[src/design/booth_cfg.svh]
/*
 * Operand width and Booth row count for the 11x11 unsigned multiplier.
 * The six-row encoding and the Dadda stage heights assume these exact values.
 */
`ifndef BOOTH_CFG_SVH
`define BOOTH_CFG_SVH

// Unsigned operand width
`define BOOTH_NUMBIT 11
// Radix-4 rows for an 11-bit operand with a zero top extension
`define BOOTH_NUM_PP 6

`endif

[src/design/booth_pkg.sv]
/*
 * Vector types shared by the multiplier RTL and its testbench.
 * Widths follow the macros in booth_cfg.svh.
 */
`default_nettype none

`include "booth_cfg.svh"

package booth_pkg;

	// One unsigned operand
	typedef logic [`BOOTH_NUMBIT-1:0] operand_t;
	// Booth row, one bit wider to hold 2A
	typedef logic [`BOOTH_NUMBIT:0] pp_t;
	// Negation flag per row
	typedef logic [`BOOTH_NUM_PP-1:0] signs_t;
	// Full product, also the width of the reduced sum and carry rows
	typedef logic [2*`BOOTH_NUMBIT-1:0] product_t;

endpackage

`default_nettype wire

[src/design/booth_pp_if.sv]
/*
 * Booth encoder to Dadda tree bundle.
 * pp_valid is a single-cycle strobe with no handshake.
 */
`timescale 1ns/1ns
`default_nettype none

`include "booth_cfg.svh"

interface booth_pp_if import booth_pkg::*; ();

	// Unshifted rows, row i carries weight 4^i
	pp_t rows [`BOOTH_NUM_PP];
	// Set where a row is the inverted form and still needs its +1
	signs_t signs;
	logic pp_valid;

	modport encoder (output rows, output signs, output pp_valid);
	modport reducer (input rows, input signs, input pp_valid);

endinterface

`default_nettype wire

[src/design/booth_operand_reg.sv]
/*
 * Input-side operand register, loads only when in_valid is high.
 * A new pair may arrive every cycle.
 */
`timescale 1ns/1ns
`default_nettype none

module booth_operand_reg import booth_pkg::*; (
	input  logic     clk,
	input  logic     reset,
	input  logic     in_valid,
	input  operand_t a_in,
	input  operand_t b_in,
	output operand_t a,
	output operand_t b,
	output logic     op_valid
);

	// Strobe follows in_valid by one cycle
	always_ff @(posedge clk) begin
		if (reset) begin
			op_valid <= 1'b0;
		end else begin
			op_valid <= in_valid;
		end
	end

	// Operands hold between strobes so the datapath stays quiet
	always_ff @(posedge clk) begin
		if (in_valid) begin
			a <= a_in;
			b <= b_in;
		end
	end

endmodule

`default_nettype wire

[src/design/booth.sv]
/*
 * Modified radix-4 Booth encoder, purely combinational.
 * Multiplicand b is zero extended, so the top triplet never goes negative.
 * Negative rows come out inverted; the +1 is added in the Dadda tree.
 */
`timescale 1ns/1ns
`default_nettype none

`include "booth_cfg.svh"

module booth import booth_pkg::*; (
	input  operand_t    a,
	input  operand_t    b,
	input  logic        op_valid,
	booth_pp_if.encoder pp
);

	// b with a zero below bit 0 and a zero above the MSB
	logic [`BOOTH_NUMBIT+1:0] b_ext;

	assign b_ext = {1'b0, b, 1'b0};

	/*
	 * Triplet code to row
	 *   000 -> 0     001 -> A     010 -> A     011 -> 2A
	 *   100 -> -2A   101 -> -A    110 -> -A    111 -> -0
	 */
	function automatic pp_t booth_select(input logic [2:0] code, input operand_t mcand);
		pp_t row;
		case (code)
			3'b000: row = '0;
			3'b001,
			3'b010: row = {1'b0, mcand};
			3'b011: row = {mcand, 1'b0};
			// Negative codes give the one's complement only
			3'b100: row = ~{mcand, 1'b0};
			3'b101,
			3'b110: row = ~{1'b0, mcand};
			// Inverted zero, the sign carry brings it back to 0
			default: row = '1;
		endcase
		return row;
	endfunction

	always_comb begin
		for (int i = 0; i < `BOOTH_NUM_PP; i++) begin
			// Overlapping triplets step by two bits
			pp.rows[i] = booth_select(b_ext[2*i +: 3], a);
			// Triplet MSB marks a subtraction
			pp.signs[i] = b_ext[2*i+2];
		end
	end

	// No register here, same cycle as op_valid
	assign pp.pp_valid = op_valid;

endmodule

`default_nettype wire

[src/design/dadda_tree.sv]
/*
 * Dadda reduction of the six Booth rows to a registered sum/carry pair.
 * Results are modulo 2^22; carries out of the top column are dropped.
 * Stage heights 6,4,3,2 assume a starting column height of 7.
 */
`timescale 1ns/1ns
`default_nettype none

`include "booth_cfg.svh"

module dadda_tree import booth_pkg::*; (
	input  logic        clk,
	input  logic        reset,
	booth_pp_if.reducer pp,
	output product_t    sum_row,
	output product_t    carry_row,
	output logic        red_valid
);

	localparam int PW = 2 * `BOOTH_NUMBIT;
	localparam int RW = `BOOTH_NUMBIT + 1;
	// Tallest column: six rows plus one sign or correction bit
	localparam int MAXH = `BOOTH_NUM_PP + 1;
	localparam int NSTAGE = 4;
	localparam int HEIGHT [NSTAGE] = '{6, 4, 3, 2};

	// Minus the sum of every row's sign weight, wrapped to PW bits
	function automatic product_t corr_row();
		product_t c;
		c = '0;
		for (int i = 0; i < `BOOTH_NUM_PP; i++) begin
			c = c - (product_t'(1) << (2 * i + RW));
		end
		return c;
	endfunction

	localparam product_t CORR = corr_row();

	product_t sum_next;
	product_t carry_next;

	always_comb begin
		logic [MAXH-1:0] col [PW];
		logic [MAXH-1:0] nxt [PW];
		int cnt [PW];
		int ncnt [PW];
		int k;
		int h;
		logic x;
		logic y;
		logic z;

		for (int w = 0; w < PW; w++) begin
			col[w] = '0;
			cnt[w] = 0;
		end

		// Dot matrix, row i shifted by 2i
		for (int i = 0; i < `BOOTH_NUM_PP; i++) begin
			for (int j = 0; j < RW; j++) begin
				col[2*i+j][cnt[2*i+j]] = pp.rows[i][j];
				cnt[2*i+j]++;
			end
			// +1 that completes the negation
			col[2*i][cnt[2*i]] = pp.signs[i];
			cnt[2*i]++;
			// Inverted sign bit replaces the sign extension
			if (2 * i + RW < PW) begin
				col[2*i+RW][cnt[2*i+RW]] = ~pp.signs[i];
				cnt[2*i+RW]++;
			end
		end
		for (int w = 0; w < PW; w++) begin
			if (CORR[w]) begin
				col[w][cnt[w]] = 1'b1;
				cnt[w]++;
			end
		end

		for (int st = 0; st < NSTAGE; st++) begin
			for (int w = 0; w < PW; w++) begin
				nxt[w] = '0;
				ncnt[w] = 0;
			end
			// Low to high, so carries from w-1 count toward column w
			for (int w = 0; w < PW; w++) begin
				k = 0;
				for (int n = 0; n < MAXH / 2; n++) begin
					h = cnt[w] - k + ncnt[w];
					x = col[w][k];
					y = col[w][k+1];
					z = col[w][k+2];
					if (h > HEIGHT[st] + 1 && cnt[w] - k >= 3) begin
						// Full adder, column shrinks by two
						nxt[w][ncnt[w]] = x ^ y ^ z;
						ncnt[w]++;
						if (w + 1 < PW) begin
							nxt[w+1][ncnt[w+1]] = (x & y) | (x & z) | (y & z);
							ncnt[w+1]++;
						end
						k += 3;
					end else if (h == HEIGHT[st] + 1 && cnt[w] - k >= 2) begin
						// Half adder, column shrinks by one
						nxt[w][ncnt[w]] = x ^ y;
						ncnt[w]++;
						if (w + 1 < PW) begin
							nxt[w+1][ncnt[w+1]] = x & y;
							ncnt[w+1]++;
						end
						k += 2;
					end
				end
				// Untouched bits pass to the next stage
				for (int j = 0; j < MAXH; j++) begin
					if (j >= k && j < cnt[w]) begin
						nxt[w][ncnt[w]] = col[w][j];
						ncnt[w]++;
					end
				end
			end
			col = nxt;
			cnt = ncnt;
		end

		// Two dots left per column, empty slots are zero
		for (int w = 0; w < PW; w++) begin
			sum_next[w] = col[w][0];
			carry_next[w] = col[w][1];
		end
	end

	always_ff @(posedge clk) begin
		if (reset) begin
			red_valid <= 1'b0;
		end else begin
			red_valid <= pp.pp_valid;
		end
	end

	always_ff @(posedge clk) begin
		if (pp.pp_valid) begin
			sum_row <= sum_next;
			carry_row <= carry_next;
		end
	end

endmodule

`default_nettype wire

[src/design/booth_final_adder.sv]
/*
 * Carry-propagate adder and product register.
 * The sum wraps at 22 bits, which is exact for unsigned 11x11 operands.
 */
`timescale 1ns/1ns
`default_nettype none

module booth_final_adder import booth_pkg::*; (
	input  logic     clk,
	input  logic     reset,
	input  product_t sum_row,
	input  product_t carry_row,
	input  logic     red_valid,
	output product_t product,
	output logic     out_valid
);

	always_ff @(posedge clk) begin
		if (reset) begin
			out_valid <= 1'b0;
		end else begin
			out_valid <= red_valid;
		end
	end

	// Product held until the next strobe
	always_ff @(posedge clk) begin
		if (red_valid) begin
			product <= sum_row + carry_row;
		end
	end

endmodule

`default_nettype wire

[src/design/booth_mult_top.sv]
/*
 * Pipelined unsigned 11x11 Booth/Dadda multiplier, three register stages.
 * No back-pressure, so product must be taken while out_valid is high.
 */
`timescale 1ns/1ns
`default_nettype none

module booth_mult_top import booth_pkg::*; (
	input  logic     clk,
	input  logic     reset,
	input  logic     in_valid,
	input  operand_t a_in,
	input  operand_t b_in,
	output logic     out_valid,
	output product_t product
);

	operand_t a;
	operand_t b;
	logic op_valid;
	product_t sum_row;
	product_t carry_row;
	logic red_valid;

	// Encoder to tree bundle
	booth_pp_if pp_bus ();

	booth_operand_reg u_operand_reg (
		.clk      (clk),
		.reset    (reset),
		.in_valid (in_valid),
		.a_in     (a_in),
		.b_in     (b_in),
		.a        (a),
		.b        (b),
		.op_valid (op_valid)
	);

	booth u_booth (
		.a        (a),
		.b        (b),
		.op_valid (op_valid),
		.pp       (pp_bus.encoder)
	);

	dadda_tree u_dadda_tree (
		.clk       (clk),
		.reset     (reset),
		.pp        (pp_bus.reducer),
		.sum_row   (sum_row),
		.carry_row (carry_row),
		.red_valid (red_valid)
	);

	booth_final_adder u_final_adder (
		.clk       (clk),
		.reset     (reset),
		.sum_row   (sum_row),
		.carry_row (carry_row),
		.red_valid (red_valid),
		.product   (product),
		.out_valid (out_valid)
	);

endmodule

`default_nettype wire

[config.mk]
export PLATFORM = sky130hd
export DESIGN_NAME = booth_mult_top
export DESIGN_NICKNAME = d
export VERILOG_FILES = /design/src/design/booth_pkg.sv /design/src/design/booth_pp_if.sv /design/src/design/booth_operand_reg.sv /design/src/design/booth.sv /design/src/design/dadda_tree.sv /design/src/design/booth_final_adder.sv /design/src/design/booth_mult_top.sv
export VERILOG_INCLUDE_DIRS = /design/src /design/src/design
export SDC_FILE = /design/constraint.sdc
export NUM_CORES = 1
export LEC_CHECK = 0
export BUFFER_PORTS_ARGS = -buffer_cell sky130_fd_sc_hd__buf_4
export CELL_PAD_IN_SITES_DETAIL_PLACEMENT = 1
export CELL_PAD_IN_SITES_GLOBAL_PLACEMENT = 1
export CORE_MARGIN = 2
export CORE_UTILIZATION = 40
export CTS_BUF_LIST = sky130_fd_sc_hd__clkbuf_4 sky130_fd_sc_hd__clkbuf_8
export DETAILED_ROUTE_END_ITERATION = 6
export PLACE_DENSITY_LB_ADDON = 0.25
export SYNTH_ARGS = -nofsm -noshare
export SYNTH_HDL_FRONTEND = slang
export SYNTH_HIERARCHICAL = 1
export SYNTH_SLANG_ARGS = --single-unit
[constraint.sdc]
create_clock -name clk -period 5.1 [get_ports clk]
set_clock_uncertainty 0.05 [all_clocks]
set_input_delay 1.02 -clock clk [delete_from_list [all_inputs] [get_ports clk]]
set_output_delay 1.02 -clock clk [all_outputs]
set_load 0.005 [all_outputs]
# ---- Yosys cells after proc, flatten, opt, wreduce, memory -nomap -nowiden
# Index checks and enable logic that the tools add are counted.
# Widths: inputs -> output; s select.
dict set report totals {
  register_bits 90
  in_bits 25
  out_inout_bits 23
  word_cells 397
}
dict set report classes {
  n_addsub 1
  n_eq_ne 30
  mux 6
  n_bitwise 337
  n_reduce_logical 15
}
# operator count
set op_table {}
lappend op_table {{$pmux 12 s5} 4}
lappend op_table {{$and 1x1->1} 138}
lappend op_table {{$xor 1x1->1} 98}
lappend op_table {{$or 1x1->1} 88}
lappend op_table {{$pmux 12 s4} 1}
lappend op_table {{$eq 3x3->1 const B} 12}
lappend op_table {{$pmux 12 s3} 1}
lappend op_table {{$eq 3x2->1 const B} 8}
lappend op_table {{$add 22x22->22} 1}
lappend op_table {{$logic_not 3->1} 6}
lappend op_table {{$reduce_or 2->1} 9}
lappend op_table {{$eq 3x1->1 const B} 4}
lappend op_table {{$not 11->12} 1}
lappend op_table {{$not 12->12} 1}
lappend op_table {{$not 1->1} 11}
lappend op_table {{$eq 2x2->1 const B} 4}
lappend op_table {{$eq 2x1->1 const B} 2}

# ---- Longest topological paths before layout
dict set report depth {
  ltp_word 15
  mapped_depth 13
}

# ---- By module
# Netlist, hierarchy kept.
# mod instances cells_per_inst area_per_inst_um2
set by_module_without_submodules {}
lappend by_module_without_submodules {dadda_tree 1 185 2670.1}
lappend by_module_without_submodules {booth 1 325 2283.4}
lappend by_module_without_submodules {booth_final_adder 1 175 1806.7}
lappend by_module_without_submodules {booth_operand_reg 1 24 694.4}

# ---- Worst setup path after synthesis
# Ideal clock, no wire load.
dict set report synth_timing {
  path_type {reg2reg}
  start {register u_operand_reg.b[1]}
  end {register u_dadda_tree.carry_row[12], data pin}
  setup_ps 269
  arrival_ps 3231
  setup_slack_ps 1550
  stages_incl_launch_ff 10
  path_buffers 2
  synth_period_minus_slack_ps 3550
  cell_sequence {edfxtp_1 buf_4 xor2_1 and2_1 buf_2 a222oi_1 fa_1 fa_1 fa_1 fa_1}
}
# element line_no
set synth_rtl {}
lappend synth_rtl {{start: declaration} booth_operand_reg.sv:15} ;# output operand_t b,
lappend synth_rtl {{start signal: assignment} booth_operand_reg.sv:32} ;# b <= b_in;
lappend synth_rtl {{end signal: assignment} dadda_tree.sv:143} ;# carry_row <= carry_next;
lappend synth_rtl {{end: declaration} dadda_tree.sv:16} ;# output product_t carry_row,

==> flow_results.xml <==
<?xml version="1.0" encoding="UTF-8"?>
<metrics>
  <group name="finish">
    <metric name="n_fill_cell" unit="">1979</metric>
    <metric name="flow.area_growth_from_synthesis" unit="%">6.09</metric>
    <metric name="finish.utilization" unit="%">43.6</metric>
    <metric name="antennaDiodeCount" unit="">0</metric>
    <metric name="drive_gt1_share" unit="%">13.4</metric>
    <metric name="fin_nets" unit="">811</metric>
  </group>
  <group name="power_and_ir_drop">
    <metric name="p_leak" unit="nW">3.30</metric>
    <metric name="vdd.ir_drop.worst" unit="µV">144</metric>
    <metric name="totalPowerFinal" unit="mW">3.30</metric>
    <metric name="power_density" unit="nW/µm²">418</metric>
  </group>
  <group name="worst_setup_path">
    <metric name="setup.worst_path.end_class" unit="">flop</metric>
    <metric name="critical-path-max-stage-delay" unit="ns">1.03</metric>
    <metric name="critPathMaxFanout" unit="">30</metric>
    <metric name="r2r_slack" unit="ns">0.91</metric>
    <metric name="worstPathCellList" unit="">or2_2 -&gt; o211ai_1 -&gt; a222oi_1 -&gt; fa_1 -&gt; fa_1 -&gt; fa_1 -&gt; fa_1</metric>
    <metric name="criticalPathCategory" unit="">flop to flop</metric>
    <metric name="arrival" unit="ns">4.27</metric>
    <metric name="worst-endpoint-required" unit="ns">5.18</metric>
    <metric name="critical-path-top-cell-by-count" unit="">sky130_fd_sc_hd__fa_1</metric>
    <metric name="critical_path.slowest_cell" unit="">sky130_fd_sc_hd__edfxtp_1</metric>
    <metric name="critical-path-top-delay-family" unit="">adder cells</metric>
    <metric name="path_buf_inv" unit="">0</metric>
    <metric name="worstSetupStartpointType" unit="">flop</metric>
  </group>
  <group name="cts">
    <metric name="cts_hold_buffers_added" unit="">0</metric>
    <metric name="cts-root-buf" unit="">sky130_fd_sc_hd__clkbuf_8</metric>
    <metric name="clock-sinks" unit="">90</metric>
    <metric name="cts_buffer_depth" unit="">2</metric>
    <metric name="cts.clk_slew.worst_paths" unit="ns">0.10</metric>
    <metric name="post-cts-setup-buffer-count" unit="">0</metric>
    <metric name="clock_insertion_delay_worst_skew" unit="ns">0.38</metric>
    <metric name="tritoncts.num_buffers" unit="">9</metric>
    <metric name="cts_max_level" unit="">3</metric>
    <metric name="tritoncts" unit="">yes</metric>
    <metric name="ctsResizeCount" unit="">0</metric>
  </group>
  <group name="routing">
    <metric name="route.detailed.drc" unit="">0</metric>
    <metric name="detail_route.wirelength" unit="mm">17.2</metric>
    <metric name="avgViaCountPerCell" unit="">5.64</metric>
    <metric name="first_iter_violations" unit="">313</metric>
    <metric name="drt-pass1-iter-count" unit="">6</metric>
    <metric name="wl_per_cell" unit="µm">18.4</metric>
    <metric name="detailroute.via_count" unit="">5288</metric>
    <metric name="ant_nets" unit="">0</metric>
  </group>
  <group name="timing">
    <metric name="worst_slew_margin_rel" unit="%">27.6</metric>
    <metric name="setup_viol" unit="">0</metric>
    <metric name="fin_tns_setup" unit="ns">0</metric>
    <metric name="timing_hold_violations_final" unit="">0</metric>
    <metric name="share_of_the_clock_period_used_by_the_worst_path" unit="%">82.2</metric>
    <metric name="post-route-worst-setup-slack" unit="ns">0.910</metric>
    <metric name="timing_worst_slew_pin_value" unit="ns">1.09</metric>
    <metric name="rsz0062_at_grt" unit="">false</metric>
    <metric name="post_layout_min_period" unit="ns">4.19</metric>
    <metric name="achievable-frequency" unit="MHz">239</metric>
    <metric name="report.final.slew_viol_count" unit="">0</metric>
  </group>
  <group name="logic_synthesis">
    <metric name="mappedNetlistArea" unit="µm²">7450</metric>
    <metric name="ys_seq_elements" unit="">90</metric>
    <metric name="yosys.area.top_type" unit="">sky130_fd_sc_hd__edfxtp_1</metric>
    <metric name="yosys.cell_count.top_type" unit="">sky130_fd_sc_hd__inv_1</metric>
    <metric name="number_of_flops_mapped_to_enable_cells_by_yosys" unit="">87</metric>
    <metric name="yosys_most_used_dff" unit="">sky130_fd_sc_hd__edfxtp_1</metric>
    <metric name="synth_async_sr_flop_share" unit="%">0</metric>
    <metric name="netlist_top_cells_area" unit="">sky130_fd_sc_hd__edfxtp_1 (35%), sky130_fd_sc_hd__fa_1 (11%), sky130_fd_sc_hd__ha_1 (6.7%)</metric>
    <metric name="synth_seq_area_share" unit="%">35.9</metric>
    <metric name="synth_largest_type_area_fraction" unit="%">35.0</metric>
    <metric name="post_synth_num_cell_types" unit="">59</metric>
    <metric name="syn-mean-instance-area" unit="µm²">10.5</metric>
    <metric name="netlist_top_cells_count" unit="">sky130_fd_sc_hd__inv_1 (89), sky130_fd_sc_hd__edfxtp_1 (87), sky130_fd_sc_hd__fa_1 (42)</metric>
    <metric name="synthesis.instances" unit="">709</metric>
    <metric name="count_of_synthesis_stage_warnings_from_yosys" unit="">6</metric>
    <metric name="syn_nets" unit="">816</metric>
  </group>
  <group name="die">
    <metric name="design.die.area" unit="µm²">19700</metric>
    <metric name="area_inside_the_core_boundary" unit="µm²">18100</metric>
    <metric name="dieHeight" unit="µm">141</metric>
    <metric name="fp.dieW" unit="µm">141</metric>
    <metric name="num_rows" unit="">49</metric>
    <metric name="initial_core_utilization" unit="%">41.1</metric>
    <metric name="pin_count" unit="">48</metric>
  </group>
  <group name="place">
    <metric name="post-dp-hpwl" unit="mm">12.6</metric>
    <metric name="input_output_buffers" unit="">47</metric>
    <metric name="detailedPlace.worstSlack" unit="ns">0.917</metric>
    <metric name="routabilityCongestion" unit="">0.832</metric>
  </group>
  <group name="status">
    <metric name="status" unit="">completed</metric>
  </group>
  <group name="grt">
    <metric name="grt.overflow.total" unit="">0</metric>
    <metric name="first_global_vias" unit="">5599</metric>
    <metric name="pin_count_of_the_biggest_net_entering_global_routing" unit="">55</metric>
    <metric name="track_usage" unit="%">18.2</metric>
    <metric name="initial_antenna_violation_count" unit="">0</metric>
    <metric name="global_route_wire_length_before_repair" unit="mm">28.7</metric>
  </group>
  <group name="worst_hold_path">
    <metric name="min-delay-path-class" unit="">flop to flop</metric>
  </group>
  <group name="run">
    <metric name="max_cap_viol_count" unit="">0</metric>
  </group>
</metrics>
[power breakdown]
part           leakage, nW  internal, mW  switching [mW]
Combinational         2.35         0.703           0.873
Sequential           0.844          1.08           0.130
Clock               0.0979         0.230           0.281
[layout by cell type (no fill, tap or decap), types with 5 or more instances in the layout]
| master | count |
|---|---|
| sky130_fd_sc_hd__mux2i_1 | 11 |
| sky130_fd_sc_hd__xnor2_1 | 17 |
| sky130_fd_sc_hd__nand2b_1 | 5 |
| sky130_fd_sc_hd__a21oi_1 | 30 |
| sky130_fd_sc_hd__xor2_1 | 9 |
| sky130_fd_sc_hd__edfxtp_1 | 87 |
| sky130_fd_sc_hd__clkbuf_8 | 9 |
| sky130_fd_sc_hd__o21ai_0 | 18 |
| sky130_fd_sc_hd__and2_1 | 14 |
| sky130_fd_sc_hd__o221ai_1 | 11 |
| sky130_fd_sc_hd__ha_1 | 40 |
| sky130_fd_sc_hd__nor2_1 | 32 |
| sky130_fd_sc_hd__a21o_1 | 36 |
| sky130_fd_sc_hd__a211oi_1 | 20 |
| sky130_fd_sc_hd__a222oi_1 | 21 |
| sky130_fd_sc_hd__nand2_1 | 28 |
| sky130_fd_sc_hd__buf_4 | 51 |
| sky130_fd_sc_hd__o211ai_1 | 21 |
| sky130_fd_sc_hd__maj3_1 | 10 |
| sky130_fd_sc_hd__inv_1 | 89 |
| sky130_fd_sc_hd__or3b_1 | 5 |
| sky130_fd_sc_hd__or3b_2 | 5 |
| sky130_fd_sc_hd__fa_1 | 42 |
| sky130_fd_sc_hd__a221oi_1 | 9 |
| sky130_fd_sc_hd__a22o_1 | 20 |
[final timing paths]
kind	startpoint	end	depth (start not counted)
max	u_operand_reg/b[1]	u_dadda_tree/carry_row[12]	7
min	u_dadda_tree/carry_row[0]	u_final_adder/product[0]	1
max reg2reg	u_operand_reg/b[1]	u_dadda_tree/carry_row[12]	7
min reg2reg	u_dadda_tree/carry_row[0]	u_final_adder/product[0]	1
[through the flow]
stage	std cells	hold WS, ns	cell area, µm²
after floorplan	709	0.463	7450
after global placement	922	0.478	7710
after detailed placement	922	0.492	7710
after CTS	938	0.503	7910
after global routing	938	0.517	7910
final	938	0.499	7910
[final cells by class]
type / instances / area, µm² / share of cell area (%)
multi-input combinational: 461 / 4020 / 50.9
sequential: 90 / 2670 / 33.8
timing repair buffer: 51 / 383 / 4.84
inverter: 91 / 342 / 4.32
tap: 229 / 287 / 3.62
clock buffer: 9 / 124 / 1.57
clock inverter: 7 / 76.3 / 0.965
[routing by layer]
| layer | global-route usage (%) | share of wire, % | vias to the layer above |
|---|---|---|---|
| li1 | - | - | 2541 |
| met3 | 2.46 | 3.5 | 19 |
| met4 | 6.00 | 1.7 | 0 |
| met5 | 0 | 0 | - |
| met1 | 24.7 | 48 | 2611 |
| met2 | 30.2 | 47 | 117 |
[flip-flops by register name, indices dropped and copies added, names as in the netlist]
| name | count |
|---|---|
| u_final_adder/out_valid | 1 |
| u_dadda_tree/carry_row | 21 |
| u_operand_reg/op_valid | 1 |
| u_final_adder/product | 22 |
| u_dadda_tree/red_valid | 1 |
| u_operand_reg/a | 11 |
| u_operand_reg/b | 11 |
| u_dadda_tree/sum_row | 22 |
[kinds of logic (layout without fill, tap and decap cells)]
logic type / Yosys count / after routing / synth area share, %
AOI/OAI and AO/OA: 207 / 207 / 20.9
buffers and inverters: 158 / 158 / 10.2
and+or+nand+nor: 123 / 123 / 9.15
adders and majority gates: 92 / 92 / 19.3
DFF: 90 / 90 / 35.9
xor gates and xnor gates: 26 / 26 / 3.05
muxes: 11 / 11 / 1.48
other: 2 / 2 / 0.101
Note: power is estimated with default switching activity, not from simulation.
